$ cat src/life_render_pkg.sv
package life_render_pkg;

   ////////////////////
   // board geometry
   ////////////////////

   // cells packed per memory word
   localparam int WORD_SIZE = 16;
   localparam int LOG_WORD_SIZE = 4;

   // square board, wraps on both axes
   localparam int BOARD_SIZE = 64;
   localparam int LOG_BOARD_SIZE = 6;
   localparam int WORDS_PER_ROW = BOARD_SIZE / WORD_SIZE;
   localparam int LOG_MAX_ADDR = 8;

   // screen pixels per cell side
   localparam int CELL_SIZE = 8;
   localparam int LOG_CELL_SIZE = 3;

   // visible window onto the board
   localparam int VIEW_SIZE = 16;
   localparam int VIEW_PIX = VIEW_SIZE * CELL_SIZE;

   ////////////////////
   // types
   ////////////////////

   typedef logic [LOG_BOARD_SIZE-1:0] pos_t;
   typedef logic [10:0] hcount_t;
   typedef logic [9:0] vcount_t;
   typedef logic [WORD_SIZE-1:0] board_word_t;

   typedef struct packed {
      logic [3:0] r;
      logic [3:0] g;
      logic [3:0] b;
   } rgb_t;

   // one pixel slot of the raster
   typedef struct packed {
      hcount_t hcount;
      vcount_t vcount;
      logic    hsync;
      logic    vsync;
      logic    blank;
   } raster_t;

   ////////////////////
   // layer colours
   ////////////////////

   localparam rgb_t CELL_COLOR = 12'h0F0;
   localparam rgb_t CURSOR_COLOR = 12'hF00;
   localparam rgb_t FENCE_COLOR = 12'hFFF;

endpackage

$ cat src/board_fetch.sv
`timescale 1ns/10ps

module board_fetch
   import life_render_pkg::*;
(
   input  logic                    clk_in,
   input  logic                    rst_in,
   input  raster_t                 raster,
   input  pos_t                    view_x,
   input  pos_t                    view_y,
   input  board_word_t             data_in,
   output logic [LOG_MAX_ADDR-1:0] addr_out,
   output raster_t                 fetched_raster,
   output logic                    alive
);

   // blanked slot with inactive syncs, held while in reset
   localparam raster_t IDLE_RASTER = '{
      hcount: '0,
      vcount: '0,
      hsync: 1'b1,
      vsync: 1'b1,
      blank: 1'b1
   };

   typedef logic [LOG_WORD_SIZE-1:0] bit_idx_t;

   pos_t     board_x;
   pos_t     board_y;
   int       word_addr;
   bit_idx_t col_d1;
   bit_idx_t col_d2;
   raster_t  raster_d1;
   raster_t  raster_d2;
   raster_t  raster_d3;

   // pixel to board cell, wraps modulo board size
   always_comb begin
      board_x = view_x + pos_t'(raster.hcount >> LOG_CELL_SIZE);
      board_y = view_y + pos_t'(raster.vcount >> LOG_CELL_SIZE);
      word_addr = board_y * WORDS_PER_ROW + (board_x >> LOG_WORD_SIZE);
   end

   ////////////////////
   // pipeline
   ////////////////////

   // stage 1 address, stage 2 word back, stage 3 cell bit
   always_ff @(posedge clk_in) begin
      if (rst_in) begin
         addr_out <= '0;
         alive <= 1'b0;
         raster_d1 <= IDLE_RASTER;
         raster_d2 <= IDLE_RASTER;
         raster_d3 <= IDLE_RASTER;
      end else begin
         addr_out <= LOG_MAX_ADDR'(word_addr);
         // msb of the word is the leftmost cell
         alive <= data_in[WORD_SIZE - 1 - col_d2];
         raster_d1 <= raster;
         raster_d2 <= raster_d1;
         raster_d3 <= raster_d2;
      end
   end

   // bit index waits out the memory latency
   always_ff @(posedge clk_in) begin
      col_d1 <= board_x[LOG_WORD_SIZE-1:0];
      col_d2 <= col_d1;
   end

   assign fetched_raster = raster_d3;

   // full word address before it is cut to the bus width
   a_addr_range: assert property (@(posedge clk_in) disable iff (rst_in)
      word_addr < BOARD_SIZE * WORDS_PER_ROW);

endmodule

$ cat src/cursor_draw.sv
`timescale 1ns/10ps

module cursor_draw
   import life_render_pkg::*;
(
   input  raster_t fetched_raster,
   input  pos_t    view_x,
   input  pos_t    view_y,
   input  pos_t    cursor_x,
   input  pos_t    cursor_y,
   output logic    cursor_hit
);

   pos_t    cur_vx;
   pos_t    cur_vy;
   hcount_t x_lo;
   hcount_t x_hi;
   vcount_t y_lo;
   vcount_t y_hi;
   logic    in_x;
   logic    in_y;
   logic    on_x_side;
   logic    on_y_side;

   always_comb begin
      // cursor cell relative to the view, wraps around the board
      cur_vx = cursor_x - view_x;
      cur_vy = cursor_y - view_y;

      // pixel square of that cell
      x_lo = hcount_t'(cur_vx) << LOG_CELL_SIZE;
      x_hi = x_lo + hcount_t'(CELL_SIZE - 1);
      y_lo = vcount_t'(cur_vy) << LOG_CELL_SIZE;
      y_hi = y_lo + vcount_t'(CELL_SIZE - 1);

      in_x = (fetched_raster.hcount >= x_lo) && (fetched_raster.hcount <= x_hi);
      in_y = (fetched_raster.vcount >= y_lo) && (fetched_raster.vcount <= y_hi);

      // first or last column and row of the square
      on_x_side = (fetched_raster.hcount == x_lo) || (fetched_raster.hcount == x_hi);
      on_y_side = (fetched_raster.vcount == y_lo) || (fetched_raster.vcount == y_hi);

      cursor_hit = in_x && in_y && (on_x_side || on_y_side);
   end

endmodule

$ cat src/pixel_mixer.sv
`timescale 1ns/10ps

module pixel_mixer
   import life_render_pkg::*;
#(
   parameter int DISPLAY_HEIGHT = 480
) (
   input  logic    clk_in,
   input  logic    rst_in,
   input  raster_t fetched_raster,
   input  logic    alive,
   input  logic    cursor_hit,
   output rgb_t    pix_out,
   output logic    hsync_out,
   output logic    vsync_out,
   output logic    done_out
);

   // fence column at the view edge, line across the right half
   localparam hcount_t FENCE_COL = hcount_t'(VIEW_PIX);
   localparam vcount_t FENCE_ROW = vcount_t'(DISPLAY_HEIGHT / 2);

   logic in_view;
   logic on_fence;
   rgb_t cell_pix;
   rgb_t fence_pix;
   rgb_t cursor_pix;
   rgb_t mixed_pix;

   ////////////////////
   // layers
   ////////////////////

   always_comb begin
      in_view = (fetched_raster.hcount < hcount_t'(VIEW_PIX))
                && (fetched_raster.vcount < vcount_t'(VIEW_PIX));

      on_fence = (fetched_raster.hcount == FENCE_COL)
                 || ((fetched_raster.hcount > FENCE_COL)
                     && (fetched_raster.vcount == FENCE_ROW));

      cell_pix = (alive && in_view) ? CELL_COLOR : '0;
      fence_pix = on_fence ? FENCE_COLOR : '0;
      cursor_pix = cursor_hit ? CURSOR_COLOR : '0;

      // layers overlap by OR per channel
      mixed_pix = cell_pix | fence_pix | cursor_pix;
   end

   ////////////////////
   // output register
   ////////////////////

   always_ff @(posedge clk_in) begin
      if (rst_in) begin
         pix_out <= '0;
         hsync_out <= 1'b1;
         vsync_out <= 1'b1;
         done_out <= 1'b1;
      end else begin
         pix_out <= fetched_raster.blank ? '0 : mixed_pix;
         // syncs already active low
         hsync_out <= fetched_raster.hsync;
         vsync_out <= fetched_raster.vsync;
         done_out <= (fetched_raster.vcount >= vcount_t'(DISPLAY_HEIGHT));
      end
   end

   // sync pulses sit inside blanking, so they leave with a black pixel
   a_blank_black: assert property (@(posedge clk_in) disable iff (rst_in)
      (!hsync_out || !vsync_out) |-> (pix_out == '0));

endmodule

$ cat src/renderer.sv
`timescale 1ns/10ps

module renderer
   import life_render_pkg::*;
#(
   parameter int DISPLAY_WIDTH = 640,
   parameter int DISPLAY_HEIGHT = 480,
   parameter int H_FP = 16,
   parameter int H_SYNC = 96,
   parameter int H_BP = 48,
   parameter int V_FP = 11,
   parameter int V_SYNC = 2,
   parameter int V_BP = 31
) (
   input  logic                    clk_in,
   input  logic                    rst_in,
   input  board_word_t             data_in,
   input  pos_t                    view_x,
   input  pos_t                    view_y,
   input  pos_t                    cursor_x,
   input  pos_t                    cursor_y,
   output logic [LOG_MAX_ADDR-1:0] addr_out,
   output rgb_t                    pix_out,
   output logic                    hsync_out,
   output logic                    vsync_out,
   output logic                    done_out
);

   raster_t raster;
   raster_t fetched_raster;
   logic    frame_end;
   logic    alive;
   logic    cursor_hit;
   pos_t    view_x_q;
   pos_t    view_y_q;
   pos_t    cursor_x_q;
   pos_t    cursor_y_q;

   vga_timing #(
      .DISPLAY_WIDTH(DISPLAY_WIDTH),
      .DISPLAY_HEIGHT(DISPLAY_HEIGHT),
      .H_FP(H_FP),
      .H_SYNC(H_SYNC),
      .H_BP(H_BP),
      .V_FP(V_FP),
      .V_SYNC(V_SYNC),
      .V_BP(V_BP)
   ) i_timing (
      .clk_in(clk_in),
      .rst_in(rst_in),
      .raster(raster),
      .frame_end(frame_end)
   );

   // view and cursor only change between frames
   always_ff @(posedge clk_in) begin
      if (rst_in) begin
         view_x_q <= '0;
         view_y_q <= '0;
         cursor_x_q <= '0;
         cursor_y_q <= '0;
      end else if (frame_end) begin
         view_x_q <= view_x;
         view_y_q <= view_y;
         cursor_x_q <= cursor_x;
         cursor_y_q <= cursor_y;
      end
   end

   board_fetch i_fetch (
      .clk_in(clk_in),
      .rst_in(rst_in),
      .raster(raster),
      .view_x(view_x_q),
      .view_y(view_y_q),
      .data_in(data_in),
      .addr_out(addr_out),
      .fetched_raster(fetched_raster),
      .alive(alive)
   );

   cursor_draw i_cursor (
      .fetched_raster(fetched_raster),
      .view_x(view_x_q),
      .view_y(view_y_q),
      .cursor_x(cursor_x_q),
      .cursor_y(cursor_y_q),
      .cursor_hit(cursor_hit)
   );

   pixel_mixer #(
      .DISPLAY_HEIGHT(DISPLAY_HEIGHT)
   ) i_mixer (
      .clk_in(clk_in),
      .rst_in(rst_in),
      .fetched_raster(fetched_raster),
      .alive(alive),
      .cursor_hit(cursor_hit),
      .pix_out(pix_out),
      .hsync_out(hsync_out),
      .vsync_out(vsync_out),
      .done_out(done_out)
   );

endmodule

$ cat src/vga_timing.sv
`timescale 1ns/10ps

module vga_timing
   import life_render_pkg::*;
#(
   parameter int DISPLAY_WIDTH = 640,
   parameter int DISPLAY_HEIGHT = 480,
   parameter int H_FP = 16,
   parameter int H_SYNC = 96,
   parameter int H_BP = 48,
   parameter int V_FP = 11,
   parameter int V_SYNC = 2,
   parameter int V_BP = 31
) (
   input  logic    clk_in,
   input  logic    rst_in,
   output raster_t raster,
   output logic    frame_end
);

   // full line and frame lengths including porches
   localparam int H_TOTAL = DISPLAY_WIDTH + H_FP + H_SYNC + H_BP;
   localparam int V_TOTAL = DISPLAY_HEIGHT + V_FP + V_SYNC + V_BP;

   // sync windows, end is exclusive
   localparam int H_SYNC_START = DISPLAY_WIDTH + H_FP;
   localparam int H_SYNC_END = H_SYNC_START + H_SYNC;
   localparam int V_SYNC_START = DISPLAY_HEIGHT + V_FP;
   localparam int V_SYNC_END = V_SYNC_START + V_SYNC;

   hcount_t hcount;
   vcount_t vcount;
   logic    line_end;
   logic    in_hsync;
   logic    in_vsync;

   assign line_end = (hcount == hcount_t'(H_TOTAL - 1));
   assign frame_end = line_end && (vcount == vcount_t'(V_TOTAL - 1));

   ////////////////////
   // counters
   ////////////////////

   always_ff @(posedge clk_in) begin
      if (rst_in) begin
         hcount <= '0;
         vcount <= '0;
      end else if (line_end) begin
         hcount <= '0;
         vcount <= frame_end ? '0 : vcount + 1'b1;
      end else begin
         hcount <= hcount + 1'b1;
      end
   end

   ////////////////////
   // sync and blank decode
   ////////////////////

   always_comb begin
      in_hsync = (hcount >= hcount_t'(H_SYNC_START)) && (hcount < hcount_t'(H_SYNC_END));
      in_vsync = (vcount >= vcount_t'(V_SYNC_START)) && (vcount < vcount_t'(V_SYNC_END));

      raster.hcount = hcount;
      raster.vcount = vcount;
      // active low syncs
      raster.hsync = !in_hsync;
      raster.vsync = !in_vsync;
      raster.blank = (hcount >= hcount_t'(DISPLAY_WIDTH))
                     || (vcount >= vcount_t'(DISPLAY_HEIGHT));
   end

   // counters stay inside the line and frame
   a_hcount_range: assert property (@(posedge clk_in) disable iff (rst_in)
      hcount < hcount_t'(H_TOTAL));

   a_vcount_range: assert property (@(posedge clk_in) disable iff (rst_in)
      vcount < vcount_t'(V_TOTAL));

endmodule
$ cat config.mk
export PLATFORM = sky130hd
export DESIGN_NAME = renderer
export DESIGN_NICKNAME = d
export VERILOG_FILES = /design/src/life_render_pkg.sv /design/src/board_fetch.sv /design/src/cursor_draw.sv /design/src/pixel_mixer.sv /design/src/renderer.sv /design/src/vga_timing.sv
export SDC_FILE = /design/constraint.sdc
export NUM_CORES = 1
export LEC_CHECK = 0
export BUFFER_PORTS_ARGS = -buffer_cell sky130_fd_sc_hd__buf_2
export CAP_MARGIN = 10
export CORE_MARGIN = 1
export CORE_UTILIZATION = 50
export DETAILED_ROUTE_END_ITERATION = 8
export GPL_TIMING_DRIVEN = 0
export MAX_ROUTING_LAYER = met4
export PLACE_DENSITY = 0.7
export SYNTH_ARGS = -nofsm -noshare
export SYNTH_HDL_FRONTEND = slang
export SYNTH_HIERARCHICAL = 1
export SYNTH_SLANG_ARGS = --single-unit
$ cat constraint.sdc
create_clock -name clk_in -period 6.4 [get_ports clk_in]
set_input_delay 0.32 -clock clk_in [delete_from_list [all_inputs] [get_ports clk_in]]
set_output_delay 0.32 -clock clk_in [all_outputs]
set_load 0.005 [all_outputs]
==> results_dict.tcl, run 1 <==
set metrics [dict create \
    status "finished, violations left" \
    violations "design-rule violations" \
    fin_tns_setup_ps 0 \
    firstDrtPassIters 6 \
    fmax_mhz 286 \
    cts_tree "yes" \
    total_power_mw 1.91 \
    cts_resized 0 \
    hold_violations 0 \
    dieArea_um2 12500 \
    ys.warnings.count 6 \
    drt_iter0_markers 198 \
    port_buffers 64 \
    crit_chain "inv_1 -> fa_1 -> a21o_1 -> a21oi_1 -> xor2_1 -> ha_1 -> or4_4 -> o31ai_1 -> o2111ai_1 -> a311oi_1 -> inv_1 -> a211oi_1" \
    cp.required_ps 6710 \
    post-place-cells 801 \
    syn_nets 679 \
    seq_area_frac_synth_pct 46.6 \
    cp.buffers_inverters 2 \
    grt_first_pass_wirelength_mm 20.3 \
    viasPerCell 5.15 \
    gp_congestion 0.886 \
    cts.sinks 140 \
    syn_inst 594 \
    die-width_um 112 \
    path_delay_family "compound AO/OA/AOI/OAI gates" \
    hold_buffers 0 \
    postSynth.asyncResetShare_pct 0 \
    dp_hpwl_mm 9.10 \
    cp_slowest_cell "or4_4" \
    ir_drop_uv 162 \
    rows 39 \
    fin_cells 833 \
    drive_gt1_share_pct 18.6 \
    p_leak_nw 2.93 \
    overflow 0 \
    route.vias.total 4292 \
    core_area_um2 11600 \
    fin_nets 762 \
    synth_edf_count 0 \
    syn-cell-area_um2 6020 \
    ios 65 \
    fin_crit_sh_pct 54.7 \
    cts_setup_buffers 0 \
    drc 6 \
    antennaDiodeCount 0 \
    clk_root_buffer_cell "clkbuf_16" \
    clkTransAtPathRegs_ps 60 \
    rsz0062_at_grt "no" \
    endpoint_kind "register" \
    relSlewSlack_pct 51.7 \
    worst_slew_pin_slew_ps 706 \
    synthDistinctLibCells 52 \
    die_h_um 112 \
    antenna_left 0 \
    maxCapViolCount 0 \
    criticalPathCategory "reg -> reg" \
    power_density_nw_per_um2 269 \
    clockBufferDepth 2 \
    min_path_type "in -> reg" \
    fin_skew_ps 8.89 \
    cts-buffers-inserted 17 \
    crit_top_cell "inv_1" \
    start_kind "register" \
    min_period_ps 3500 \
    max_stage_delay_ps 530 \
    first_global_vias 4231 \
    grt_start_max_net_pins 25 \
    antenna_found_initial 0 \
    setup_viol 0 \
    h-tree-depth 4 \
    wl_mm 12.3 \
    start_util_pct 52.0 \
    areaGrowthSynthToFinish_pct 18.4 \
    crit_fanout 4 \
    insertion_delay_ps 420 \
    globalRouteTotalUtil_pct 21.9 \
    fill_cells 998 \
    syn_avg_cell_area_um2 10.1 \
    cp_data_arrival_time_ps 3800 \
    synth_seq_cells 140 \
    routedWlPerCell_um 14.7 \
    synth_ff_type "dfxtp_1" \
    maxSlewViolCount 0 \
]
## worst reg2reg max path, stage by stage (launching register included)
cell       delay [ps]
dfxtp_1           450
inv_1             120
fa_1              480
a21o_1            170
a21oi_1           180
xor2_1             90
ha_1              180
or4_4             530
o31ai_1           330
o2111ai_1         170
a311oi_1          270
inv_1             120
a211oi_1          290
## Yosys cell counts, types with 4 or more instances
master	count	share of area [%]
fa_1	4	1.3
a21o_1	5	0.62
xnor2_1	12	1.7
nand2b_1	4	0.42
nand4b_1	4	0.58
nor2_1	52	3.2
o21ai_0	14	1.2
mux2i_1	26	4.3
nand2_1	16	1.0
ha_1	39	8.1
xor2_1	16	2.3
dfxtp_1	140	47
mux4_1	4	1.7
clkbuf_1	14	0.87
inv_1	30	1.9
buf_4	9	1.1
a211oi_1	7	0.87
nand3_1	17	1.4
nor4_1	6	0.62
nor2b_1	69	7.2
nor3_1	14	1.2
or3_1	5	0.52
or2_2	11	1.1
nor4b_1	4	0.58
a21oi_1	14	1.2
or4_1	5	0.62
nand4_1	11	1.1
## cells by family (layout without fill, tap and decap cells)
kind of cell	Yosys count	after routing	synth area share, %
XOR/XNOR	28	28	4.08
AND/OR/NAND/NOR	232	232	21.8
flip-flops	140	140	46.6
AO/OA/AOI/OAI	60	60	6.72
multiplexers	31	31	6.26
buffers and inverters	60	156	5.14
adder cells (fa/ha/maj)	43	43	9.44
## registers in the layout (all words and copies together), names as in the netlist, 3 cells and up
name / count
i_fetch/fetched_raster: 24
i_fetch/raster_d1: 24
i_fetch/raster_d2: 24
i_timing/hcount: 11
i_timing/vcount: 10
i_fetch/addr_out: 8
cursor_x_q: 6
cursor_y_q: 6
view_x_q: 6
view_y_q: 6
i_fetch/col_d1: 4
i_fetch/col_d2: 4
i_mixer/pix_out: 3
## per-stage QoR
step	worst slack, ps	utilization [%]	hold WS [ps]	instance area, um2
finish	2900	61.6	138	7130
global route	2750	61.6	143	7130
CTS	2850	61.6	128	7130
detailed placement	2930	56.3	313	6520
global placement	3050	56.3	311	6520
floorplan	3530	-	310	6020
## path summary, 6_finish.rpt
| path | start | to | slack, ps | cells past startpoint |
|---|---|---|---|---|
| min reg2reg | i_fetch/col_d1[1] | i_fetch/col_d2[1] | 330 | 0 |
| max | view_y_q[1] | i_mixer/pix_out[10] | 2900 | 12 |
| min | cursor_x[1] | cursor_x_q[1] | 140 | 3 |
| max reg2reg | view_y_q[1] | i_mixer/pix_out[10] | 2900 | 12 |
## cells in the final DEF (no fill, tap or decap), drive strengths merged, types with 5 or more instances in the layout
cell type	synthesis	layout
nor2b	69	69
mux2i	26	26
ha	39	39
dfxtp	140	140
a21oi	14	14
nand3	18	18
nor3	14	14
nand4	11	11
nand2	16	16
clkbuf	14	33
nor4	7	7
xor2	16	16
or3	5	5
o21ai	14	14
or4	7	7
or2	11	11
buf	16	80
nor2	52	52
a21o	5	5
a211oi	7	7
clkinv	0	6
xnor2	12	12
inv	30	31
## area by class of cell
| cell class | instances | area (um2) | area share [%] |
|---|---|---|---|
| flip-flops and latches | 140 | 2800 | 39.3 |
| inverters | 30 | 113 | 1.58 |
| clock buffers | 19 | 443 | 6.22 |
| well taps | 143 | 179 | 2.51 |
| multi-input cells | 394 | 2910 | 40.8 |
| repair buffers | 64 | 320 | 4.50 |
| plain buffers | 30 | 196 | 2.76 |
| clock inverters | 13 | 166 | 2.34 |
## layer usage
metal | up-vias | track usage [%] | share of wire, %
met5 | - | - | 0
li1 | 2202 | - | -
met2 | 92 | 35.9 | 49
met4 | 0 | 10.1 | 2.6
met1 | 1976 | 25.0 | 44
met3 | 22 | 5.55 | 4.8
## power breakdown
part / leakage, nW / internal, mW / switching, mW / total (mW)
clock: 0.290 / 0.624 / 0.366 / 0.990
combinational: 1.51 / 0.0189 / 0.0244 / 0.0434
sequential: 1.13 / 0.877 / 0.00397 / 0.881
total: 2.93 / 1.52 / 0.394 / 1.91
Note: power is estimated with default switching activity, not from simulation.
==> run 2, diff against run 1 <==
- PLACE_DENSITY: 0.7 -> 0.72
- clock period: 6.4 -> 2.9 ns (I/O delays scaled with it)
==> run 2 against run 1 <==
- worst setup slack worse by 3000 ps
- the run ends with design-rule violations, negative setup slack left
- flip-flop and latch count unchanged
- wire length up 6.0%
- global-route usage up 0.98 points
- cell count up 3.4%
- largest power group unchanged
- first-iteration DRC count up 3.0%
==> results_dict.tcl, run 2 (synthesized netlist as in run 1, its figures left out) <==
set metrics [dict create \
    first_global_vias 4473 \
    clockBufferDepth 2 \
    criticalPathCategory "reg -> reg" \
    setup_viol 1 \
    port_buffers 64 \
    crit_fanout 2 \
    insertion_delay_ps 410 \
    p_leak_nw 3.09 \
    die_h_um 112 \
    fin_cells 861 \
    ir_drop_uv 348 \
    ios 65 \
    fin_tns_setup_ps -144 \
    antenna_left 0 \
    fin_crit_sh_pct 105 \
    final_cell_mix "dfxtp_1, nor2b_1, buf_2" \
    top_regs "i_fetch/fetched_raster x24, i_fetch/raster_d1 x24, i_fetch/raster_d2 x24" \
    start_kind "register" \
    areaGrowthSynthToFinish_pct 25.0 \
    grt_start_max_net_pins 25 \
    gp_congestion 0.904 \
    fin_nets 790 \
    power_density_nw_per_um2 584 \
    rrSetupSlack_ps -140 \
    endpoint_kind "register" \
    timing.rr.start "cursor_y_q[0]" \
    cp.required_ps 3240 \
    core_area_um2 11600 \
    cts-buffers-inserted 17 \
    cp_data_arrival_time_ps 3380 \
    cts_tree "yes" \
    cts.sinks 140 \
    min_path_type "in -> reg" \
    h-tree-depth 4 \
    fin_skew_ps 9.74 \
    firstDrtPassIters 7 \
    placed_area_um2 6520 \
    maxCapViolCount 0 \
    rsz0062_at_grt "yes" \
    endpoint "i_mixer/pix_out[10]" \
    route.vias.total 4461 \
    startpoint "cursor_y_q[0]" \
    antenna_found_initial 0 \
    die-width_um 112 \
    routedWlPerCell_um 15.1 \
    drt_iter0_markers 204 \
    wl_mm 13.0 \
    setup_slack_ps -144 \
    antennaDiodeCount 0 \
    grt_first_pass_wirelength_mm 21.1 \
    viasPerCell 5.18 \
    globalRouteTotalUtil_pct 22.8 \
    clk_root_buffer_cell "clkbuf_16" \
    violations "design-rule violations, negative setup slack" \
    drive_gt1_share_pct 21.0 \
    stdcell_area_um2 7520 \
    post-place-cells 801 \
    relSlewSlack_pct 52.7 \
    status "finished, violations left" \
    drc 6 \
    r2r_cells 14 \
    rows 39 \
    final_common_cell "dfxtp_1" \
    whs_ps 220 \
    worst_slew_pin_slew_ps 708 \
    fmax_mhz 329 \
    start_util_pct 52.0 \
    maxSlewViolCount 0 \
    rr_endpoint "i_mixer/pix_out[10]" \
    clkTransAtPathRegs_ps 60 \
    dp_hpwl_mm 9.35 \
    dieArea_um2 12500 \
    min_period_ps 3040 \
    hold_violations 0 \
    overflow 0 \
]
run 2: cell count changes in the layout (fill, tap and decap cells not counted), moves of 2 or more:
| cell | delta |
|---|---|
| dlygate4sd3_1 | +24 |
| dfxtp_2 | +4 |
| dfxtp_4 | +3 |
| bufinv_16 | +2 |
| buf_4 | +4 |
| a211oi_2 | +3 |
| a211oi_1 | -3 |
| dfxtp_1 | -7 |
| ha_1 | -2 |
run 2: critical path: stages (launching register included):
cell and delay, ps:
dfxtp_2 320, inv_2 80, ha_4 130, inv_1 40, fa_2 350, a21o_1 180, a21oi_2 140, xor2_1 80
ha_1 190, or4_4 440, o31ai_4 310, o2111ai_2 170, a311oi_2 290, inv_1 90, a211oi_2 170
run 2: how the worst min path moves through the flow:
| stage | start | endpoint | slack [ps] | cells after the start |
|---|---|---|---|---|
| global placement | i_fetch/col_d1[1] | i_fetch/col_d2[1] | 310 | 0 |
| detailed placement | i_fetch/col_d1[0] | i_fetch/col_d2[0] | 310 | 0 |
| floorplan | rst_in | i_timing/vcount[1] | 210 | 1 |
| CTS | rst_in | i_timing/hcount[6] | 190 | 2 |
| global route | rst_in | cursor_x_q[5] | 210 | 2 |
| finish | rst_in | cursor_y_q[5] | 220 | 2 |
run 2: metal layers:
| metal | wire length (um) | share of wire, % | vias up | global-route usage (%) |
|---|---|---|---|---|
| met3 | 497 | 3.8 | 28 | 5.77 |
| met2 | 6520 | 50 | 101 | 39.0 |
| met4 | 335 | 2.6 | 0 | 11.6 |
| met1 | 5650 | 43 | 2073 | 24.5 |
| met5 | 0 | 0 | - | - |
| li1 | - | - | 2259 | - |
run 2: what timing repair did:
item / in CTS / in global routing
resized for setup: 26 / 1
setup buffers: 4 / 0
hold buffers: 24 / 0
endpoints found under the setup margin: 1 / 1
endpoints found under the hold margin: 24 / 0
pin swaps: 6 / 1
run 2: metrics by stage:
step	utilization (%)	worst slack (ps)	total power [mW]
after detailed placement	56.3	-545	2.08
after floorplan	-	32.1	2.03
after global routing	65.0	-327	4.56
after CTS	65.0	-114	4.44
final	65.0	-144	4.39
after global placement	56.3	-492	2.08
run 2: area by class of cell:
| type | instances | area, um2 |
|---|---|---|
| Buffer | 30 | 196 |
| Clock buffer | 19 | 433 |
| Clock inverter | 13 | 214 |
| Fill cell | 914 | 4040 |
| Inverter | 30 | 113 |
| Multi-Input combinational cell | 394 | 2980 |
| Sequential cell | 140 | 2820 |
| Tap cell | 143 | 179 |
| Timing Repair Buffer | 92 | 591 |
run 2: where the power goes:
part	total, mW	internal (mW)	switching [mW]
Combinational	0.121	0.0629	0.0585
Clock	2.33	1.53	0.798
Sequential	1.94	1.93	0.00863
Total	4.39	3.53	0.865
